File: src/logic/mipsPkg.sv
`default_nettype none

package mipsPkg;

    typedef logic [31:0] word_t;
    typedef logic [4:0]  regAddr_t;
    typedef logic [4:0]  shamt_t;
    typedef logic [4:0]  aluCtrl_t;
    typedef logic [4:0]  branchCond_t;

    localparam int regCount = 32;

    // primary opcodes
    localparam logic [5:0] opSpecial = 6'h00;
    localparam logic [5:0] opJ       = 6'h02;
    localparam logic [5:0] opBeq     = 6'h04;
    localparam logic [5:0] opBne     = 6'h05;
    localparam logic [5:0] opAddiu   = 6'h09;
    localparam logic [5:0] opOri     = 6'h0d;
    localparam logic [5:0] opLui     = 6'h0f;

    // funct field, special opcode only
    localparam logic [5:0] fnSll  = 6'h00;
    localparam logic [5:0] fnSrl  = 6'h02;
    localparam logic [5:0] fnAddu = 6'h21;
    localparam logic [5:0] fnSubu = 6'h23;
    localparam logic [5:0] fnAnd  = 6'h24;
    localparam logic [5:0] fnOr   = 6'h25;
    localparam logic [5:0] fnXor  = 6'h26;
    localparam logic [5:0] fnSlt  = 6'h2a;

    localparam aluCtrl_t aluAdd = 5'd0;
    localparam aluCtrl_t aluSub = 5'd1;
    localparam aluCtrl_t aluAnd = 5'd2;
    localparam aluCtrl_t aluOr  = 5'd3;
    localparam aluCtrl_t aluXor = 5'd4;
    localparam aluCtrl_t aluSlt = 5'd5; // signed
    localparam aluCtrl_t aluSll = 5'd6;
    localparam aluCtrl_t aluSrl = 5'd7;
    localparam aluCtrl_t aluLui = 5'd8; // passes the upper-half immediate

    localparam branchCond_t brNone = 5'd0;
    localparam branchCond_t brEq   = 5'd1;
    localparam branchCond_t brNe   = 5'd2;

    typedef struct packed {
        logic  valid;
        word_t pc;
        word_t instr;
        logic  predTake;
        logic  inDelaySlot;
    } fetchPkt_t;

    typedef struct packed {
        logic        valid;
        word_t       pc;
        word_t       pcPlus4;
        word_t       instr;
        word_t       pcBranch;   // branch or jump target
        word_t       rd1;
        word_t       rd2;
        regAddr_t    rs;
        regAddr_t    rt;
        regAddr_t    dest;
        word_t       imm;        // already extended
        shamt_t      sa;
        aluCtrl_t    aluControl;
        logic        useImm;
        logic        regWrite;
        logic        branch;
        logic        jump;
        branchCond_t branchCond;
        logic        predTake;
        logic        inDelaySlot;
    } decodePkt_t;

    typedef struct packed {
        logic     en;
        regAddr_t addr;
        word_t    data;
    } wbReq_t;

    typedef struct packed {
        logic     valid;
        word_t    pc;
        regAddr_t dest;
        logic     regWrite;
        word_t    value;
    } exResult_t;

    typedef struct packed {
        logic  valid;
        logic  taken;
        logic  mispredict;
        word_t target;
    } resolve_t;

endpackage

`default_nettype wire

File: src/logic/decodeStage.sv
`timescale 1ns/1ps
`default_nettype none

module decodeStage (
    input  logic                clk,
    input  logic                rstN,
    input  mipsPkg::fetchPkt_t  fetch,
    input  mipsPkg::wbReq_t     wb,
    output mipsPkg::decodePkt_t decoded
);

    mipsPkg::word_t regFile [mipsPkg::regCount];

    logic [5:0]           opcode;
    logic [5:0]           funct;
    logic [15:0]          imm16;
    mipsPkg::regAddr_t    rs;
    mipsPkg::regAddr_t    rt;
    mipsPkg::regAddr_t    rd;
    mipsPkg::word_t       signImm;
    mipsPkg::word_t       zeroImm;
    mipsPkg::word_t       upperImm;
    mipsPkg::word_t       pcPlus4;
    mipsPkg::word_t       branchTarget;
    mipsPkg::word_t       jumpTarget;
    mipsPkg::word_t       rd1;
    mipsPkg::word_t       rd2;

    mipsPkg::aluCtrl_t    aluControl;
    mipsPkg::branchCond_t branchCond;
    mipsPkg::word_t       imm;
    logic                 useImm;
    logic                 regWrite;
    logic                 branch;
    logic                 jump;
    logic                 destIsRd;

    assign opcode = fetch.instr[31:26];
    assign rs     = fetch.instr[25:21];
    assign rt     = fetch.instr[20:16];
    assign rd     = fetch.instr[15:11];
    assign funct  = fetch.instr[5:0];
    assign imm16  = fetch.instr[15:0];

    assign signImm  = {{16{imm16[15]}}, imm16};
    assign zeroImm  = {16'h0000, imm16};
    assign upperImm = {imm16, 16'h0000};

    assign pcPlus4      = fetch.pc + 32'd4;
    assign branchTarget = pcPlus4 + {signImm[29:0], 2'b00};
    assign jumpTarget   = {pcPlus4[31:28], fetch.instr[25:0], 2'b00}; // same 256MB region

    always_comb begin
        aluControl = mipsPkg::aluAdd;
        branchCond = mipsPkg::brNone;
        imm        = signImm;
        useImm     = 1'b0;
        regWrite   = 1'b0;
        branch     = 1'b0;
        jump       = 1'b0;
        destIsRd   = 1'b0;
        case (opcode)
            mipsPkg::opSpecial: begin
                destIsRd = 1'b1;
                regWrite = 1'b1;
                case (funct)
                    mipsPkg::fnAddu: aluControl = mipsPkg::aluAdd;
                    mipsPkg::fnSubu: aluControl = mipsPkg::aluSub;
                    mipsPkg::fnAnd:  aluControl = mipsPkg::aluAnd;
                    mipsPkg::fnOr:   aluControl = mipsPkg::aluOr;
                    mipsPkg::fnXor:  aluControl = mipsPkg::aluXor;
                    mipsPkg::fnSlt:  aluControl = mipsPkg::aluSlt;
                    mipsPkg::fnSll:  aluControl = mipsPkg::aluSll;
                    mipsPkg::fnSrl:  aluControl = mipsPkg::aluSrl;
                    default:         regWrite   = 1'b0; // unsupported funct is a no-op
                endcase
            end
            mipsPkg::opAddiu: begin
                aluControl = mipsPkg::aluAdd;
                useImm     = 1'b1;
                regWrite   = 1'b1;
            end
            mipsPkg::opOri: begin
                aluControl = mipsPkg::aluOr;
                imm        = zeroImm;
                useImm     = 1'b1;
                regWrite   = 1'b1;
            end
            mipsPkg::opLui: begin
                aluControl = mipsPkg::aluLui;
                imm        = upperImm;
                useImm     = 1'b1;
                regWrite   = 1'b1;
            end
            mipsPkg::opBeq: begin
                branch     = 1'b1;
                branchCond = mipsPkg::brEq;
            end
            mipsPkg::opBne: begin
                branch     = 1'b1;
                branchCond = mipsPkg::brNe;
            end
            mipsPkg::opJ:  jump = 1'b1;
            default: ;  // unknown opcode, no-op
        endcase
    end

    // register file, $0 never written
    always_ff @(posedge clk or negedge rstN) begin
        if (!rstN) begin
            for (int i = 0; i < mipsPkg::regCount; i++) begin
                regFile[i] <= '0;
            end
        end else if (wb.en && wb.addr != '0) begin
            regFile[wb.addr] <= wb.data;
        end
    end

    // write-through so a dependent instruction right behind sees the new value
    assign rd1 = (rs == '0) ? '0 : (wb.en && wb.addr == rs) ? wb.data : regFile[rs];
    assign rd2 = (rt == '0) ? '0 : (wb.en && wb.addr == rt) ? wb.data : regFile[rt];

    always_comb begin
        decoded.valid       = fetch.valid;
        decoded.pc          = fetch.pc;
        decoded.pcPlus4     = pcPlus4;
        decoded.instr       = fetch.instr;
        decoded.pcBranch    = jump ? jumpTarget : branchTarget;
        decoded.rd1         = rd1;
        decoded.rd2         = rd2;
        decoded.rs          = rs;
        decoded.rt          = rt;
        decoded.dest        = destIsRd ? rd : rt;
        decoded.imm         = imm;
        decoded.sa          = fetch.instr[10:6];
        decoded.aluControl  = aluControl;
        decoded.useImm      = useImm;
        decoded.regWrite    = regWrite;
        decoded.branch      = branch;
        decoded.jump        = jump;
        decoded.branchCond  = branchCond;
        decoded.predTake    = fetch.predTake;
        decoded.inDelaySlot = fetch.inDelaySlot;
    end

endmodule

`default_nettype wire

File: src/logic/decodeExecuteReg.sv
`timescale 1ns/1ps
`default_nettype none

module decodeExecuteReg (
    input  logic                clk,
    input  logic                rstN,
    input  logic                stall,
    input  logic                flush,
    input  mipsPkg::decodePkt_t decoded,
    output mipsPkg::decodePkt_t held
);

    // flush wins over stall
    always_ff @(posedge clk or negedge rstN) begin
        if (!rstN) begin
            held <= '0;
        end else if (flush) begin
            held <= '0;
        end else if (!stall) begin
            held <= decoded;
        end else begin
            held.valid <= 1'b0; // one-shot, held entry runs only once
        end
    end

endmodule

`default_nettype wire

File: src/logic/executeStage.sv
`timescale 1ns/1ps
`default_nettype none

module executeStage (
    input  mipsPkg::decodePkt_t held,
    output mipsPkg::exResult_t  result,
    output mipsPkg::resolve_t   resolve,
    output mipsPkg::wbReq_t     wb
);

    mipsPkg::word_t srcA;
    mipsPkg::word_t srcB;
    mipsPkg::word_t aluOut;
    mipsPkg::word_t fallThrough;
    logic           condMet;
    logic           taken;
    logic           isControl;

    assign srcA = held.rd1;
    assign srcB = held.useImm ? held.imm : held.rd2;

    always_comb begin
        case (held.aluControl)
            mipsPkg::aluAdd: aluOut = srcA + srcB;
            mipsPkg::aluSub: aluOut = srcA - srcB;
            mipsPkg::aluAnd: aluOut = srcA & srcB;
            mipsPkg::aluOr:  aluOut = srcA | srcB;
            mipsPkg::aluXor: aluOut = srcA ^ srcB;
            mipsPkg::aluSlt: aluOut = {31'd0, $signed(srcA) < $signed(srcB)};
            mipsPkg::aluSll: aluOut = srcB << held.sa; // shifts act on rt
            mipsPkg::aluSrl: aluOut = srcB >> held.sa;
            mipsPkg::aluLui: aluOut = srcB;
            default:         aluOut = '0;
        endcase
    end

    // branch compare always uses the register operands
    always_comb begin
        case (held.branchCond)
            mipsPkg::brEq: condMet = (held.rd1 == held.rd2);
            mipsPkg::brNe: condMet = (held.rd1 != held.rd2);
            default:       condMet = 1'b0;
        endcase
    end

    assign isControl   = held.branch | held.jump;
    assign taken       = held.jump | (held.branch & condMet);
    assign fallThrough = held.pcPlus4 + 32'd4; // skip the delay slot

    always_comb begin
        resolve.valid      = held.valid & isControl;
        resolve.taken      = taken;
        resolve.mispredict = held.valid & isControl & (taken != held.predTake);
        resolve.target     = taken ? held.pcBranch : fallThrough;
    end

    always_comb begin
        wb.en   = held.valid & held.regWrite;
        wb.addr = held.dest;
        wb.data = aluOut;
    end

    always_comb begin
        result.valid    = held.valid;
        result.pc       = held.pc;
        result.dest     = held.dest;
        result.regWrite = held.regWrite;
        result.value    = aluOut;
    end

endmodule

`default_nettype wire

File: src/logic/decodeExecuteUnit.sv
`timescale 1ns/1ps
`default_nettype none

module decodeExecuteUnit (
    input  logic               clk,
    input  logic               rstN,
    input  mipsPkg::fetchPkt_t fetch,
    input  logic               stall,
    input  logic               flush,
    output mipsPkg::exResult_t result,
    output mipsPkg::resolve_t  resolve
);

    mipsPkg::decodePkt_t decoded;
    mipsPkg::decodePkt_t held;
    mipsPkg::wbReq_t     wb;    // execute back into the register file

    decodeStage decodeStage_inst (
        .clk     (clk),
        .rstN    (rstN),
        .fetch   (fetch),
        .wb      (wb),
        .decoded (decoded)
    );

    decodeExecuteReg decodeExecuteReg_inst (
        .clk     (clk),
        .rstN    (rstN),
        .stall   (stall),
        .flush   (flush),
        .decoded (decoded),
        .held    (held)
    );

    executeStage executeStage_inst (
        .held    (held),
        .result  (result),
        .resolve (resolve),
        .wb      (wb)
    );

endmodule

`default_nettype wire

File: config.mk
export PLATFORM = sky130hd
export DESIGN_NAME = decodeExecuteUnit
export DESIGN_NICKNAME = d
export VERILOG_FILES = /design/src/logic/mipsPkg.sv /design/src/logic/decodeStage.sv /design/src/logic/decodeExecuteReg.sv /design/src/logic/executeStage.sv /design/src/logic/decodeExecuteUnit.sv
export SDC_FILE = /design/constraint.sdc
export NUM_CORES = 2
export LEC_CHECK = 0
export BUFFER_PORTS_ARGS = -buffer_cell sky130_fd_sc_hd__buf_2
export CAP_MARGIN = 20
export CORE_MARGIN = 5
export CORE_UTILIZATION = 25
export CTS_CLUSTER_SIZE = 16
export DETAILED_ROUTE_END_ITERATION = 8
export PLACE_DENSITY = 0.4
export SYNTH_ARGS = -nofsm -noshare
export SYNTH_HDL_FRONTEND = slang
export SYNTH_SLANG_ARGS = --single-unit
File: constraint.sdc
create_clock -name clk -period 6.5 [get_ports clk]
set_input_delay 0.325 -clock clk [delete_from_list [all_inputs] [get_ports clk]]
set_output_delay 0.325 -clock clk [all_outputs]
set_load 0.05 [all_outputs]
==> results by group <==
Worst setup path
  – CP Max Fanout: 21
  – Cell Chain, Critical Path: buf_4 > mux2i_1 > ha_1 > or2_2 > nor3b_2 > o211ai_1 > o21ai_1 > buf_4 > o21ai_0 > a2111oi_0 > a41oi_1 > a211oi_4 > inv_1 > buf_2
  – RR Endpoint: decodeStage_inst.regFile[959]
  – Worst Path Arrival: roughly 6.0 ns
  – Delay-heaviest family, CP: compound AO/OA/AOI/OAI gates
  – Worst reg-to-reg path cell count: 14
  – Reg-to-Reg Start: decodeExecuteReg_inst.held[10]
  – R2r setup slk: ~1.1 ns
  – Slowest CP cell: dfrtp_4
  – CP bufs+invs: 4
  – Worst endpoint required time: roughly 6.2 ns
  – Setup Crit Path Kind: reg2out
  – Slowest cell delay on critical path: 0.66 ns
  – Most Frequent Cell on Critical Path: buf_4
  – CP Launch Type: flip-flop
  – Kind of end point of the critical path: output pin

Global route
  – First-pass GRT wire length: 427 mm
  – Largest net degree at the start of global routing: 150
  – Gr ovfl total: 0
  – Initial antenna violation count: 20
  – Vias in the first global route: roughly 56000
  – Total Routing Usage GR: 0.192

Die
  – Total Die Area: roughly 300000 um2
  – IO Count: about 180
  – Initial Util: 0.251
  – Core area: roughly 290000 um2
  – Die W: approximately 550 um
  – FP Rows: between 150 and 200
  – Height of the chip: approximately 550 um

Timing
  – Fmax: around 160 MHz
  – Hold_ws: -0.0144 ns
  – Clock Skews: about 0.052 ns
  – Slew @ Worst Pin: roughly 1.1 ns
  – Final worst path period share: 0.968
  – Slew HR: 0.223
  – Hold Vio Cnt, Final: 2
  – Post-route minimum period: about 6.3 ns
  – Final setup fails: 0
  – Pins Over Slew Limit: 0

Pwr
  – Power Total: 0.0181 W
  – Pleak: around 35 nW
  – Worst vdd ir: about 0.3 mV
  – PwrDens: roughly 210 nW/um2

Placed design
  – Placed Cells: 10579
  – Post-DP HPWL: 195 mm
  – Port buffer count: about 180
  – RePlAce Congestion: 0.915

Final layout
  – Commonest cells after routing, fill and taps aside: nand2_1 (1266), dfrtp_1 (1231), o21ai_0 (1109), mux4_2 (674), nor2_1 (336)
  – Non-Filler Instances: 10933
  – Layout cell share with drive strength beyond 1: 0.204
  – Layout area overhead: 15.1%
  – Multi-input gate area: around 39000 um2
  – Sequential cell area: about 31000 um2
  – Commonest non-fill, non-tap cell in the layout: nand2_1
  – Fillers: 30458
  – Nets: 7093

Run status
  – Violated checks: negative hold slack
  – Status: finished with violations

CTS
  – Clk slew on worst S/H paths: roughly 0.06 ns
  – CTS Buf Count: roughly 150
  – Root Buffer: clkbuf_16
  – Later-pin clock latency in the skew report: between 0.8 and 0.9 ns
  – TritonCTS clock tree: yes
  – H-tree Lvls: 4
  – Max clock buf depth: 3
  – CTS sink cnt: approximately 1200

Yosys
  – Cell count after synthesis: about 7000
  – Ys async rst share: 1.00
  – Synth warn: 0
  – Post-synthesis cell area: between 70000 and 80000 um2
  – EDFF count, synth: 0
  – Sequential share of the synthesized area: 0.423
  – Mapped Nets: between 7000 and 8000
  – Flops & latches, synth: ~1200
  – Number of library cell types mapped by synthesis: 93
  – Mean Syn Cell Area: around 10 um2
  – Ys flop type: dfrtp_1

Drt
  – TritonRoute pass-1 iters: 5
  – Post-route ant nets: 0
  – Residual DRC: 0
  – WL final: just under 300 mm
  – Via count: around 57000
  – 1st-iter DRT viols: just over 5000
  – Vias/cell: between 5 and 6
  – Routed length per instance: 27.1 um

Run
  – MaxCap Viol Count: 0

Worst hold path
  – Min-delay worst type: in2async
==> power by group <==
part | switching (W) | internal (W)
Clock | 0.00367 | 0.00512
Combinational | 0.000976 | 0.000468
Sequential | 0.0000867 | 0.00775
Total | 0.00473 | 0.0133
==> worst register-to-register path: cells and delay by family (launching register included) <==
kind	cells	cell delay (ns)
and+or+nand+nor	2	0.86
DFF	1	0.66
muxes	1	0.51
adders and majority gates	1	0.46
buffers and inverters	3	1.03
AOI/OAI and AO/OA	7	1.73
==> state kept, by name, indices dropped and copies added, names as in the netlist <==
signal and flops:
decodeStage_inst.regFile 1024, decodeExecuteReg_inst.held 212
==> final cells by class <==
cell class                 count  area share
tap                         3900      0.0579
inverter                     150     0.00668
timing repair buffer         434      0.0397
sequential                  1236       0.367
clock buffer                 228      0.0526
clock inverter                54     0.00881
antenna                       12    0.000356
multi-input combinational   4919       0.467
==> synthesized netlist by cell type, drive strengths merged, types with 21 or more instances <==
cell / number / area (um2)
nand2b: 24 / 150
a211oi: 30 / 245
nor2b: 30 / 188
o22ai: 29 / 181
nor2: 338 / 1270
ha: 127 / 1590
o221ai: 55 / 482
mux4: 674 / 15200
a221oi: 28 / 258
xnor2: 52 / 455
clkbuf: 544 / 2050
nor3: 57 / 285
nand4: 21 / 131
mux2i: 192 / 1930
nor4: 22 / 150
a22oi: 22 / 165
a21oi: 241 / 1220
buf: 162 / 876
nand2: 1297 / 4870
dfrtp: 1236 / 30900
xor2: 76 / 666
o21ai: 1157 / 5790
and3: 35 / 219
inv: 150 / 563
a22o: 44 / 385
nand3: 53 / 265
mux2: 36 / 405
==> metal layers <==
metal / routed length, um / vias to the layer above / global-route usage
met5: 12 / - / 0
met4: 9620 / 2 / 0.0590
met3: 13200 / 385 / 0.0250
met2: 141000 / 1529 / 0.315
met1: 133000 / 29483 / 0.264
li1: - / 25220 / -
==> how the worst max path moves through the flow <==
stage | slack [ns] | end | cells after the start | from
after floorplan | 1.98 | result[27] | 18 | decodeExecuteReg_inst.held[10]
after global placement | 0.89 | result[31] | 14 | decodeExecuteReg_inst.held[10]
after detailed placement | 0.83 | result[31] | 14 | decodeExecuteReg_inst.held[10]
after CTS | 0.17 | result[31] | 14 | decodeExecuteReg_inst.held[10]
after global routing | -0.00008 | result[31] | 13 | decodeExecuteReg_inst.held[10]
final | 0.21 | result[31] | 14 | decodeExecuteReg_inst.held[10]
==> metrics by stage <==
step                instance area, um2  worst slack, ns   util     TNS, ns
detailed placement               78400            0.834  0.269           0
global route                     84200       -0.0000751  0.289  -0.0000751
finish                           84200            0.206  0.289           0
CTS                              84200            0.167  0.289           0
global placement                 78400            0.888  0.269           0
floorplan                        73200             1.98      -           0
==> kinds of logic after synthesis <==
group                      synth area share
and+or+nand+nor                       0.111
buffers and inverters                0.0476
DFF                                   0.423
muxes                                 0.239
AOI/OAI and AO/OA                     0.141
xor gates and xnor gates             0.0153
adders and majority gates            0.0225
==> what timing repair did <==
item                                    in CTS  in global routing
hold buffers                                58                  0
endpoints found under the setup margin       1                  2
buffers inserted                             0                  0
gates cloned                                 0                  0
hold endpoints to repair                   233                  0
resized for setup                            1                  5
(Power assumes the default switching activity.)
